File: config.mk
export PLATFORM = sky130hd
export DESIGN_NAME = rom_loader_top
export DESIGN_NICKNAME = d
export VERILOG_FILES = /design/src/logic/rom_loader_pkg.sv /design/src/logic/byte_intake.sv /design/src/logic/ines_header_parser.sv /design/src/logic/load_sequencer.sv /design/src/logic/wb_write_master.sv /design/src/logic/rom_loader_top.sv
export SDC_FILE = /design/constraint.sdc
export NUM_CORES = 1
export LEC_CHECK = 0
export ABC_AREA = 1
export ABC_CLOCK_PERIOD_IN_PS = 3000
export BUFFER_PORTS_ARGS = -buffer_cell sky130_fd_sc_hd__buf_2
export CORE_MARGIN = 1.5
export CORE_UTILIZATION = 45
export CTS_BUF_LIST = sky130_fd_sc_hd__clkbuf_4
export CTS_CLUSTER_SIZE = 10
export DETAILED_ROUTE_END_ITERATION = 6
export MAX_ROUTING_LAYER = met4
export PLACE_DENSITY = 0.74
export SYNTH_ARGS = -nofsm -noshare
export SYNTH_HDL_FRONTEND = slang
export SYNTH_HIERARCHICAL = 1
export SYNTH_SLANG_ARGS = --single-unit
File: constraint.sdc
create_clock -name clk -period 3 [get_ports clk]
set_input_delay 0.3 -clock clk [delete_from_list [all_inputs] [get_ports clk]]
set_output_delay 0.3 -clock clk [all_outputs]
set_load 0.005 [all_outputs]
File: src/logic/rom_loader_pkg.sv
// Shared constants and the phase type for the cartridge image loader
// Memory map assumes a 4 MB byte-addressed space with CHR in the upper half
package rom_loader_pkg;

	//////////////////////////////////////////////////////////////////////
	// Bus and counter widths
	//////////////////////////////////////////////////////////////////////

	localparam int ADDR_W  = 22;  // Byte address into cartridge memory
	localparam int DATA_W  = 8;
	localparam int FLAGS_W = 32;
	localparam int COUNT_W = 22;  // Holds 255 PRG pages of 16 KB

	// Size codes cover 1 to 128 pages and above
	localparam int SIZE_CODE_W = 3;

	//////////////////////////////////////////////////////////////////////
	// Memory layout
	//////////////////////////////////////////////////////////////////////

	localparam logic [ADDR_W-1:0] PRG_BASE = 22'h00_0000;
	localparam logic [ADDR_W-1:0] CHR_BASE = 22'h20_0000;  // Bit 21 set

	localparam int PRG_PAGE_SHIFT = 14;  // 16384-byte pages
	localparam int CHR_PAGE_SHIFT = 13;  // 8192-byte pages

	//////////////////////////////////////////////////////////////////////
	// iNES header
	//////////////////////////////////////////////////////////////////////

	localparam int HEADER_LEN = 16;

	// "NES" followed by end-of-file
	localparam logic [DATA_W-1:0] INES_MAGIC0 = 8'h4E;
	localparam logic [DATA_W-1:0] INES_MAGIC1 = 8'h45;
	localparam logic [DATA_W-1:0] INES_MAGIC2 = 8'h53;
	localparam logic [DATA_W-1:0] INES_MAGIC3 = 8'h1A;

	// Loader phases
	typedef enum logic [2:0] {
		S_HEADER = 3'd0,
		S_PRG    = 3'd1,
		S_CHR    = 3'd2,
		S_DONE   = 3'd3,
		S_ERROR  = 3'd4
	} loader_state_e;

endpackage

File: src/logic/byte_intake.sv
// One-entry hold stage between the download stream and the loader
// Source may present a byte only while byte_wait is low
// A pending byte is dropped when a new load starts
`timescale 1ns/1ps

module byte_intake (
	input  logic                              clk,
	input  logic                              reset_nes,
	input  logic                              load_start,
	input  logic [rom_loader_pkg::DATA_W-1:0] byte_data,
	input  logic                              byte_valid,
	input  logic                              held_take,
	output logic                              held_valid,
	output logic [rom_loader_pkg::DATA_W-1:0] held_data,
	output logic                              byte_wait
);

	// Occupancy flag
	always_ff @(posedge clk) begin
		if (reset_nes) begin
			held_valid <= 1'b0;
		end else if (byte_valid) begin
			held_valid <= 1'b1;
		end else if (load_start || held_take) begin
			held_valid <= 1'b0;  // Consumed or flushed
		end
	end

	// Byte store
	always_ff @(posedge clk) begin
		if (byte_valid) begin
			held_data <= byte_data;
		end
	end

	// Stall the source while the register is full
	assign byte_wait = held_valid;

	// Source must honor the stall or a byte gets overwritten
	a_no_byte_while_wait: assert property (
		@(posedge clk) disable iff (reset_nes)
		byte_valid |-> !byte_wait
	) else $error("byte_valid while byte_wait high");

endmodule

File: src/logic/ines_header_parser.sv
// Header byte store and decode for iNES 1.0 and 2.0 images
// Outputs are combinational and only meaningful once all 16 bytes are in
// Dirty 1.0 headers lose the upper mapper nibble
`timescale 1ns/1ps

module ines_header_parser (
	input  logic                               clk,
	input  logic                               hdr_wr,
	input  logic [3:0]                         hdr_index,
	input  logic [rom_loader_pkg::DATA_W-1:0]  hdr_byte,
	input  logic                               invert_mirroring,
	output logic                               hdr_ok,
	output logic                               hdr_trainer,
	output logic [7:0]                         prg_pages,
	output logic [7:0]                         chr_pages,
	output logic [rom_loader_pkg::FLAGS_W-1:0] mapper_flags
);

	logic [rom_loader_pkg::DATA_W-1:0] ines [rom_loader_pkg::HEADER_LEN];

	logic                                  is_nes20;
	logic                                  is_dirty;
	logic [7:0]                            mapper;
	logic [7:0]                            submapper;
	logic [rom_loader_pkg::SIZE_CODE_W-1:0] prg_code;
	logic [rom_loader_pkg::SIZE_CODE_W-1:0] chr_code;
	logic                                  chr_ram;

	// Smallest n with pages <= 2**n, saturating at 7
	function automatic logic [rom_loader_pkg::SIZE_CODE_W-1:0] size_code(
		input logic [7:0] pages
	);
		logic [rom_loader_pkg::SIZE_CODE_W-1:0] code;
		code = 3'd7;
		for (int n = 6; n >= 0; n--) begin
			if ({1'b0, pages} <= (9'd1 << n)) begin
				code = 3'(n);
			end
		end
		return code;
	endfunction

	always_ff @(posedge clk) begin
		if (hdr_wr) begin
			ines[hdr_index] <= hdr_byte;
		end
	end

	///////////////////////////////////////////////////////////////////////
	// Field decode
	///////////////////////////////////////////////////////////////////////

	assign hdr_ok = (ines[0] == rom_loader_pkg::INES_MAGIC0) &&
	                (ines[1] == rom_loader_pkg::INES_MAGIC1) &&
	                (ines[2] == rom_loader_pkg::INES_MAGIC2) &&
	                (ines[3] == rom_loader_pkg::INES_MAGIC3);

	assign hdr_trainer = ines[6][2];  // 512-byte trainer is not supported

	assign prg_pages = ines[4];
	assign chr_pages = ines[5];

	assign is_nes20 = (ines[7][3:2] == 2'b10);

	// Garbage in bytes 9..15 points at an old ripper tag
	assign is_dirty = !is_nes20 &&
	                  ((ines[9][7:1] != 7'd0) ||
	                   (ines[10] != 8'd0) || (ines[11] != 8'd0) ||
	                   (ines[12] != 8'd0) || (ines[13] != 8'd0) ||
	                   (ines[14] != 8'd0) || (ines[15] != 8'd0));

	assign mapper    = {is_dirty ? 4'h0 : ines[7][7:4], ines[6][7:4]};
	assign submapper = is_nes20 ? ines[8] : 8'h00;

	assign prg_code = size_code(prg_pages);
	assign chr_code = size_code(chr_pages);
	assign chr_ram  = (chr_pages == 8'd0);

	// Flags word from high bits to low
	assign mapper_flags = {
		6'b0,
		ines[6][1],                     // Battery-backed saves
		submapper,
		ines[6][3],                     // Four-screen
		chr_ram,
		ines[6][0] ^ invert_mirroring,  // Mirroring
		chr_code,
		prg_code,
		mapper
	};

endmodule

File: src/logic/load_sequencer.sv
// Loader phase control for header intake, then PRG and CHR payload writes
// One memory write in flight at a time and each byte waits for its ack
// Bytes past the end of the image are taken and dropped
`timescale 1ns/1ps

module load_sequencer (
	input  logic                              clk,
	input  logic                              reset_nes,
	input  logic                              load_start,
	input  logic                              held_valid,
	input  logic [rom_loader_pkg::DATA_W-1:0] held_data,
	output logic                              held_take,
	output logic                              hdr_wr,
	output logic [3:0]                        hdr_index,
	input  logic                              hdr_ok,
	input  logic                              hdr_trainer,
	input  logic [7:0]                        prg_pages,
	input  logic [7:0]                        chr_pages,
	output logic                              wr_req,
	output logic [rom_loader_pkg::ADDR_W-1:0] wr_addr,
	output logic [rom_loader_pkg::DATA_W-1:0] wr_data,
	input  logic                              wr_done,
	output logic                              busy,
	output logic                              done,
	output logic                              error
);

	rom_loader_pkg::loader_state_e state;

	logic [3:0]                         hdr_cnt;
	logic                               hdr_last;  // 16th byte just stored
	logic                               pending;
	logic [rom_loader_pkg::COUNT_W-1:0] count;
	logic [rom_loader_pkg::ADDR_W-1:0]  addr;
	logic [rom_loader_pkg::COUNT_W-1:0] prg_bytes;
	logic [rom_loader_pkg::COUNT_W-1:0] chr_bytes;
	logic                               phase_end;

	assign prg_bytes = {{(rom_loader_pkg::COUNT_W - 8){1'b0}}, prg_pages}
	                   << rom_loader_pkg::PRG_PAGE_SHIFT;
	assign chr_bytes = {{(rom_loader_pkg::COUNT_W - 8){1'b0}}, chr_pages}
	                   << rom_loader_pkg::CHR_PAGE_SHIFT;

	// Empty phase, or the last write completing now
	assign phase_end = (count == '0) || (wr_done && (count == 22'd1));

	always_comb begin
		held_take = 1'b0;
		wr_req    = 1'b0;
		case (state)
			rom_loader_pkg::S_HEADER: held_take = held_valid && !hdr_last;
			rom_loader_pkg::S_PRG, rom_loader_pkg::S_CHR: begin
				wr_req    = held_valid && !pending && (count != '0);
				held_take = wr_done;  // Byte freed once it is in memory
			end
			default: held_take = held_valid;
		endcase
	end

	assign hdr_wr    = (state == rom_loader_pkg::S_HEADER) && held_take;
	assign hdr_index = hdr_cnt;
	assign wr_addr   = addr;
	assign wr_data   = held_data;

	///////////////////////////////////////////////////////////////////////
	// Phase FSM
	///////////////////////////////////////////////////////////////////////

	always_ff @(posedge clk) begin
		if (reset_nes || load_start) begin
			state    <= rom_loader_pkg::S_HEADER;
			hdr_cnt  <= 4'd0;
			hdr_last <= 1'b0;
			pending  <= 1'b0;
			count    <= '0;
			busy     <= 1'b0;
			done     <= 1'b0;
			error    <= 1'b0;
		end else begin
			if (wr_req) begin
				pending <= 1'b1;
			end else if (wr_done) begin
				pending <= 1'b0;
			end

			case (state)
				rom_loader_pkg::S_HEADER: begin
					if (hdr_wr) begin
						hdr_cnt <= hdr_cnt + 4'd1;
						if (hdr_cnt == rom_loader_pkg::HEADER_LEN - 1) begin
							hdr_last <= 1'b1;
							busy     <= 1'b1;
						end
					end
					// Parser outputs settle one cycle after the last byte
					if (hdr_last) begin
						hdr_last <= 1'b0;
						if (hdr_ok && !hdr_trainer) begin
							state <= rom_loader_pkg::S_PRG;
							addr  <= rom_loader_pkg::PRG_BASE;
							count <= prg_bytes;
						end else begin
							state <= rom_loader_pkg::S_ERROR;
							busy  <= 1'b0;
							done  <= 1'b1;
							error <= 1'b1;
						end
					end
				end
				rom_loader_pkg::S_PRG: begin
					if (phase_end) begin
						state <= rom_loader_pkg::S_CHR;
						addr  <= rom_loader_pkg::CHR_BASE;
						count <= chr_bytes;
					end else if (wr_done) begin
						count <= count - 22'd1;
						addr  <= addr + 22'd1;
					end
				end
				rom_loader_pkg::S_CHR: begin
					if (phase_end) begin
						state <= rom_loader_pkg::S_DONE;
						busy  <= 1'b0;
						done  <= 1'b1;
					end else if (wr_done) begin
						count <= count - 22'd1;
						addr  <= addr + 22'd1;
					end
				end
				default: ;  // Hold in done or error
			endcase
		end
	end

	// No second request until the write master reports the first
	a_single_write: assert property (
		@(posedge clk) disable iff (reset_nes || load_start)
		wr_req |=> (!wr_req until wr_done)
	) else $error("wr_req while a write is pending");

endmodule

File: src/logic/wb_write_master.sv
// Wishbone classic single-write master writing one byte per bus cycle
// Caller must not request again before wr_done
`timescale 1ns/1ps

module wb_write_master (
	input  logic                              clk,
	input  logic                              reset_nes,
	input  logic                              wr_req,
	input  logic [rom_loader_pkg::ADDR_W-1:0] wr_addr,
	input  logic [rom_loader_pkg::DATA_W-1:0] wr_data,
	output logic                              wr_done,
	output logic                              wb_cyc,
	output logic                              wb_stb,
	output logic                              wb_we,
	output logic [rom_loader_pkg::ADDR_W-1:0] wb_adr,
	output logic [rom_loader_pkg::DATA_W-1:0] wb_dat,
	input  logic                              wb_ack
);

	// Cycle control
	always_ff @(posedge clk) begin
		if (reset_nes) begin
			wb_cyc <= 1'b0;
			wb_stb <= 1'b0;
			wb_we  <= 1'b0;
		end else if (wr_req && !wb_stb) begin
			wb_cyc <= 1'b1;
			wb_stb <= 1'b1;
			wb_we  <= 1'b1;
		end else if (wb_stb && wb_ack) begin
			wb_cyc <= 1'b0;  // Drops the cycle after ack
			wb_stb <= 1'b0;
			wb_we  <= 1'b0;
		end
	end

	// Address and data held for the whole cycle
	always_ff @(posedge clk) begin
		if (wr_req && !wb_stb) begin
			wb_adr <= wr_addr;
			wb_dat <= wr_data;
		end
	end

	assign wr_done = wb_stb && wb_ack;

	a_adr_stable: assert property (
		@(posedge clk) disable iff (reset_nes)
		(wb_stb && !wb_ack) |=> (wb_stb && $stable(wb_adr) && $stable(wb_dat))
	) else $error("Wishbone address or data changed before ack");

endmodule

File: src/logic/rom_loader_top.sv
// Cartridge image loader, iNES only
// A rising edge on load_active restarts the load; memory is written over Wishbone
// mapper_flags is valid once done is high and error is low
`timescale 1ns/1ps

module rom_loader_top (
	input  logic                               clk,
	input  logic                               reset_nes,
	input  logic                               load_active,
	input  logic [rom_loader_pkg::DATA_W-1:0]  byte_data,
	input  logic                               byte_valid,
	input  logic                               invert_mirroring,
	input  logic                               wb_ack,
	output logic                               byte_wait,
	output logic                               wb_cyc,
	output logic                               wb_stb,
	output logic                               wb_we,
	output logic [rom_loader_pkg::ADDR_W-1:0]  wb_adr,
	output logic [rom_loader_pkg::DATA_W-1:0]  wb_dat,
	output logic [rom_loader_pkg::FLAGS_W-1:0] mapper_flags,
	output logic                               busy,
	output logic                               done,
	output logic                               error
);

	logic                              load_active_q;
	logic                              load_start;
	logic                              held_valid;
	logic [rom_loader_pkg::DATA_W-1:0] held_data;
	logic                              held_take;
	logic                              hdr_wr;
	logic [3:0]                        hdr_index;
	logic                              hdr_ok;
	logic                              hdr_trainer;
	logic [7:0]                        prg_pages;
	logic [7:0]                        chr_pages;
	logic                              wr_req;
	logic [rom_loader_pkg::ADDR_W-1:0] wr_addr;
	logic [rom_loader_pkg::DATA_W-1:0] wr_data;
	logic                              wr_done;

	// Start of a new download
	always_ff @(posedge clk) begin
		if (reset_nes) begin
			load_active_q <= 1'b0;
		end else begin
			load_active_q <= load_active;
		end
	end

	assign load_start = load_active && !load_active_q;

	byte_intake u_intake (
		.clk        (clk),
		.reset_nes  (reset_nes),
		.load_start (load_start),
		.byte_data  (byte_data),
		.byte_valid (byte_valid),
		.held_take  (held_take),
		.held_valid (held_valid),
		.held_data  (held_data),
		.byte_wait  (byte_wait)
	);

	ines_header_parser u_parser (
		.clk              (clk),
		.hdr_wr           (hdr_wr),
		.hdr_index        (hdr_index),
		.hdr_byte         (held_data),  // Header bytes come straight from the hold register
		.invert_mirroring (invert_mirroring),
		.hdr_ok           (hdr_ok),
		.hdr_trainer      (hdr_trainer),
		.prg_pages        (prg_pages),
		.chr_pages        (chr_pages),
		.mapper_flags     (mapper_flags)
	);

	load_sequencer u_seq (
		.clk         (clk),
		.reset_nes   (reset_nes),
		.load_start  (load_start),
		.held_valid  (held_valid),
		.held_data   (held_data),
		.held_take   (held_take),
		.hdr_wr      (hdr_wr),
		.hdr_index   (hdr_index),
		.hdr_ok      (hdr_ok),
		.hdr_trainer (hdr_trainer),
		.prg_pages   (prg_pages),
		.chr_pages   (chr_pages),
		.wr_req      (wr_req),
		.wr_addr     (wr_addr),
		.wr_data     (wr_data),
		.wr_done     (wr_done),
		.busy        (busy),
		.done        (done),
		.error       (error)
	);

	wb_write_master u_wb (
		.clk       (clk),
		.reset_nes (reset_nes),
		.wr_req    (wr_req),
		.wr_addr   (wr_addr),
		.wr_data   (wr_data),
		.wr_done   (wr_done),
		.wb_cyc    (wb_cyc),
		.wb_stb    (wb_stb),
		.wb_we     (wb_we),
		.wb_adr    (wb_adr),
		.wb_dat    (wb_dat),
		.wb_ack    (wb_ack)
	);

endmodule

# Yosys cells after proc, flatten, opt, wreduce, memory -nomap -nowiden
# Memories as Yosys holds them, arrays and structs flattened.
# Cells that the tools add are included.
dict set report word_totals {
  reg_bits 97
  mem_bits_rw 128
  output_inout_bits 69
  wordCells 158
  mem_count 1
}
# name words width rd rd_ports_with_merged_regs write_ports line
set mem_list {}
lappend mem_list {u_parser.ines 16 8 16 0 1 ines_header_parser.sv:19} ;# logic [rom_loader_pkg::DATA_W-1:0] ines [rom_loader_pkg::HEADER_LEN];
dict set report classes {
  n_addsub 3
  n_lt_le_gt_ge 14
  n_eq_ne 15
  muxes 55
  n_bitwise 3
  n_reduce_logical 52
}
# op n
set op_table {}
lappend op_table {{$mux W22} 10}
lappend op_table {{$pmux W22 S3} 2}
lappend op_table {{$reduce_bool A8 Y1} 6}
lappend op_table {{$mux W3} 12}
lappend op_table {{$eq A8 B7 Y1 const B} 3}
lappend op_table {{$add A22 B1 Y22 const B} 1}
lappend op_table {{$eq A22 B1 Y1 const B} 1}
lappend op_table {{$logic_not A22 Y1} 1}
lappend op_table {{$reduce_bool A22 Y1} 1}
lappend op_table {{$sub A22 B1 Y22 const B} 1}
lappend op_table {{$mux W1} 21}
lappend op_table {{$le A8 B1 Y1 const B} 2}
lappend op_table {{$le A8 B2 Y1 const B} 2}
lappend op_table {{$le A8 B3 Y1 const B} 2}
lappend op_table {{$le A8 B4 Y1 const B} 2}
lappend op_table {{$le A8 B5 Y1 const B} 2}
lappend op_table {{$le A8 B6 Y1 const B} 2}
lappend op_table {{$le A8 B7 Y1 const B} 2}
lappend op_table {{$logic_and A1 B1 Y1} 13}
lappend op_table {{$reduce_and A4 Y1} 3}
lappend op_table {{$logic_or A1 B1 Y1} 9}
lappend op_table {{$pmux W3 S3} 1}
lappend op_table {{$eq A8 B5 Y1 const B} 1}
lappend op_table {{$logic_not A8 Y1} 1}
lappend op_table {{22 further kinds} 41}

# Logic depth before layout (Yosys ltp)
# An unclocked memory read counts as a cell.
dict set report logic_depth {
  ltp_word 10
  ltp_mapped 16
  ltp_nobuf 15
}

# By module
# The synthesis kept the hierarchy.
# mod n_inst cells_each area_per_inst_um2 seq_area_each_um2
set modules_own_cells {}
lappend modules_own_cells {ines_header_parser 1 344 4782.1 3753.6}
lappend modules_own_cells {load_sequencer 1 522 3609.7 1341.3}
lappend modules_own_cells {wb_write_master 1 41 965.9 920.9}
lappend modules_own_cells {byte_intake 1 15 297.8 260.2}
lappend modules_own_cells {rom_loader_top 1 4 31.3 20.0}

# Least setup slack after synthesis
# OpenSTA, ideal clock, no wires.
dict set report synth_timing {
  kind {register -> register}
  start {register u_seq.state[0]}
  end {register u_wb/wb_adr[0] (netlist name), enable pin}
  arrival_ns 2.441
  required_time_ns 2.582
  path_slack_ns 0.142
  stages_incl_launch_ff 9
  n_path_buf 0
  path_cell_list {dfxtp_1 -> nand3_1 -> nand2_1 -> inv_1 -> nor3_1 -> nand2_1 -> inv_1 -> inv_1 -> nor2_1}
}
dict set report synth_via {
  elab_chain_cells 4
}
# element line
set synth_rtl {}
lappend synth_rtl {{start, declared} load_sequencer.sv:28} ;# rom_loader_pkg::loader_state_e state;
lappend synth_rtl {{start signal, assigned} load_sequencer.sv:71} ;# state <= rom_loader_pkg::S_HEADER;
lappend synth_rtl {{start signal, assigned} load_sequencer.sv:99} ;# state <= rom_loader_pkg::S_PRG;
lappend synth_rtl {{start signal, assigned} load_sequencer.sv:103} ;# state <= rom_loader_pkg::S_ERROR;
lappend synth_rtl {{$eq A3 B1 Y1 or $eq A3 B2 Y1 (tied branches)} load_sequencer.sv:50} ;# case (state)
lappend synth_rtl {{$reduce_or A2 Y1 *} load_sequencer.sv:50}
lappend synth_rtl {{$mux W1 *} load_sequencer.sv:50}
lappend synth_rtl {{net wr_req} rom_loader_top.sv:37} ;# logic wr_req;
lappend synth_rtl {{$logic_and A1 B1 Y1 *} wb_write_master.sv:39} ;# if (wr_req && !wb_stb) begin
lappend synth_rtl {{end signal, assigned} wb_write_master.sv:40} ;# wb_adr <= wr_addr;
lappend synth_rtl {{end, declared} wb_write_master.sv:15} ;# output logic [rom_loader_pkg::ADDR_W-1:0] wb_adr,
# The timed path passes the listed nets; every way through them passes the cells marked *.
# A chain may end at the register's enable or synchronous reset.

==> out/qor.txt <==
Run status: finished clean
Primary FF master, synth: edfxtp_1
Reg-to-reg startpoint: u_wb/wb_we$_SDFFE_PP0P_
CP endpoint kind: flip-flop
Maximum vdd drop: 0.000306 V
Fraction of layout cells with a size suffix above 1: 20.3%
DP Worst Slack: 623 ps
Post-CTS resize count: 0
Total global-route track usage: 18.3%
Syn Area/Cell: 10.5 µm²
Die W: 150 µm
Initial antenna violation count: 1
# H-tree levels: 2
Post-synth top area cell: edfxtp_1
Worst r2r dst: u_intake/byte_wait$_SDFFE_PP0P_
Num rows: 53
Final Cell Area: 11100 µm²
Via count: 6711
Chip height: 150 µm
Layout area overhead: 14.2%
TNS Setup: 0 ps
Final worst path period need: 2510 ps
Reg clk slew, reported paths: 70 ps
First-pass GRT wire length: 30.9 mm
CTS tree: done
Final Hold Vio Count: 0
Warnings, synthesis: 6
Worst Path Required: 3580 ps
Pleak: 4.31 nW
Clock buffer count from CTS: 55
Wirelength per Cell: 14.4 µm
Largest net degree at the start of global routing: 25
Pwr dens: 533 nW/µm²
Post-DRT Antenna Nets: 0
Multi-input logic area: 2740 µm²
Seq cells post-synth: 222
Startpoint types: flip-flop
Synth cell types: 42
Initial detailed-routing violation count: 526
Top Ports: 83
Synth area leaders: edfxtp_1 (57%), dfxtp_1 (7.6%), nand2_1 (6.7%)
Port bufs: 76
Clock root cell: clkbuf_4
Reg2reg path depth: 8
Max Root-Sink Buffers: 3
Mapped Cells: 926
Initial core utilization: 45.9%
Rel. slew slack: 42.5%
Vias per cell: 4.91
Area share of the largest cell type after synthesis: 57.3%
Hold wc startpoint: byte_data[6]
Max Clock Skew: 60.8 ps
Final-report setup violation count: 0
Critical path origin: u_wb/wb_we$_SDFFE_PP0P_
Placed cell area: 10300 µm²
Clock latency on the worst-skew pair: 700 ps
Worst setup margin: 494 ps
Min-Delay Path Class: in -> reg
Post-Syn Area: 9690 µm²
FMAX: 0.399 GHz
Hold_buf cts: 13
Max-cap viol count: 0
Hold depth: 2
Crit Path Max Fanout: 9
GR Overflow Total: 0
Register area share after synthesis: 65.0%
Die ar.: 22400 µm²
Period utilization: 83.5%
Post-CTS Setup Repair Bufs: 0
Post-synth EDFFs: 185
Core Region: 21100 µm²
Vias in the first global route: 6343
Clk sinks: 222
Fillers: 1879
Flop2flop setup slack: 490 ps
Worst Hold End: u_intake/held_data[6]$_DFFE_PP_
Critical path arrival: 3090 ps
Worst-Margin Slew: 862 ps
Pre-antenna DRT Iters: 5
Ys async rst share: 0%
NumNets Final: 1073
DPL Wire Length: 12.9 mm
Residual DRC: 0
RSZ-0062 raised after global routing: no
Crit Path Class: reg -> reg
Slew Viols, Final: 0
WL final: 19.6 mm
Flip-flop and latch area: 6300 µm²
RD Place Congestion: 0.903
## where the power goes
part | internal [mW] | leakage, nW | switching (mW)
Sequential | 3.37 | 2.03 | 0.0620
Combinational | 0.0295 | 1.87 | 0.0457
Clock | 1.21 | 0.405 | 1.18
## worst max-delay path, stage by stage, from the launching register on
cell and delay, ps:
dfxtp_1 440, nand2_1 120, inv_1 220, clkinv_1 340, o21ai_0 500, inv_1 120
nand3_2 90, a21oi_2 50, dlygate4sd3_1 540
## through the flow
step                      power, mW  utilization, %  instances  hold slack (ps)
after floorplan                3.51               -        931              362
after global placement         3.56            48.7       1259              441
after detailed placement       3.56            48.7       1259              440
after CTS                      5.98            52.5       1366              272
after global routing           6.14            52.5       1367              302
final                          5.89            52.5       1367              334
## sequential cells by signal, indices dropped and copies added (netlist names), 3 cells and up
name                cells
u_intake/held_data      8
u_seq/count            22
u_seq/state             3
u_wb/wb_dat             8
u_parser/ines         125
u_seq/wr_addr          22
u_seq/hdr_index         4
u_wb/wb_adr            22
## kinds of logic (layout without fill, tap and decap cells)
logic type	count (synthesis)	in the layout	share of synthesized area [%]
AND/OR/NAND/NOR	466	466	21.5
flip-flops	222	222	65.0
buffers and inverters	145	305	6.90
AO/OA/AOI/OAI	68	68	4.18
XOR/XNOR	19	19	1.72
adder cells (fa/ha/maj)	5	5	0.646
other	1	7	0.0387
## Yosys cell counts (2+ instances only)
cell      number
nand2_4        2
or2_2          2
o21ai_0       14
nor3b_1        3
a21oi_4        2
buf_4         26
ha_1           5
buf_2          3
nand3_1       38
nor2_4         5
buf_6          3
nor3_1        11
clkinv_1       2
edfxtp_1     185
nand4_1       18
inv_1        107
o21ai_1        6
xor2_1        15
inv_2          3
o31ai_1        3
a21oi_1       32
xnor2_1        4
nor2_1       171
nor4_1         6
o21bai_1       3
a21oi_2        4
nor3_2         2
nand3_2        2
nand2_2        9
nand2_1      173
nand3b_1       6
nor2_2        15
dfxtp_1       37
## layout by cell type (no fill, tap or decap), drive strengths merged, types with 2 or more instances in the layout
master / instances
clkbuf: 78
nand2: 184
nand3b: 6
clkinv: 15
nor3b: 4
nand3: 40
ha: 5
nor4: 6
a21oi: 38
xnor2: 4
conb: 6
nor3: 14
inv: 113
dlygate4sd3: 13
edfxtp: 185
or2: 2
dfxtp: 37
buf: 86
xor2: 15
nand4: 18
o21ai: 20
nor2: 192
o31ai: 3
o21bai: 3
## how the worst max path moves through the flow
stage,end,slack (ps),cells past startpoint
after floorplan,u_wb/wb_adr[0]$_DFFE_PP_,140,8
after global routing,u_intake/byte_wait$_SDFFE_PP0P_,320,8
final,u_intake/byte_wait$_SDFFE_PP0P_,490,8
after CTS,u_intake/byte_wait$_SDFFE_PP0P_,550,8
after global placement,u_seq/wr_addr[5]$_DFFE_PP_,700,12
after detailed placement,u_seq/count[10]$_SDFFE_PP0P_,620,13
## per-layer routing
layer  GRT usage, %  vias up  wire length, µm
met3           4.05       33             1510
li1               -     3334                -
met5              -        -                0
met1           23.5     3097             8660
met2           28.3      247             9060
met4           7.35        0              395
## area by class of cell
type	count	share of cell area, %
Antenna cell	1	0.0226
Sequential cell	222	56.9
Timing Repair Buffer	99	5.29
Clock buffer	78	5.29
Clock inverter	16	0.769
Tap cell	275	3.11
Inverter	112	3.80
Multi-Input combinational cell	564	24.8
Note: power is estimated with default switching activity, not from simulation.
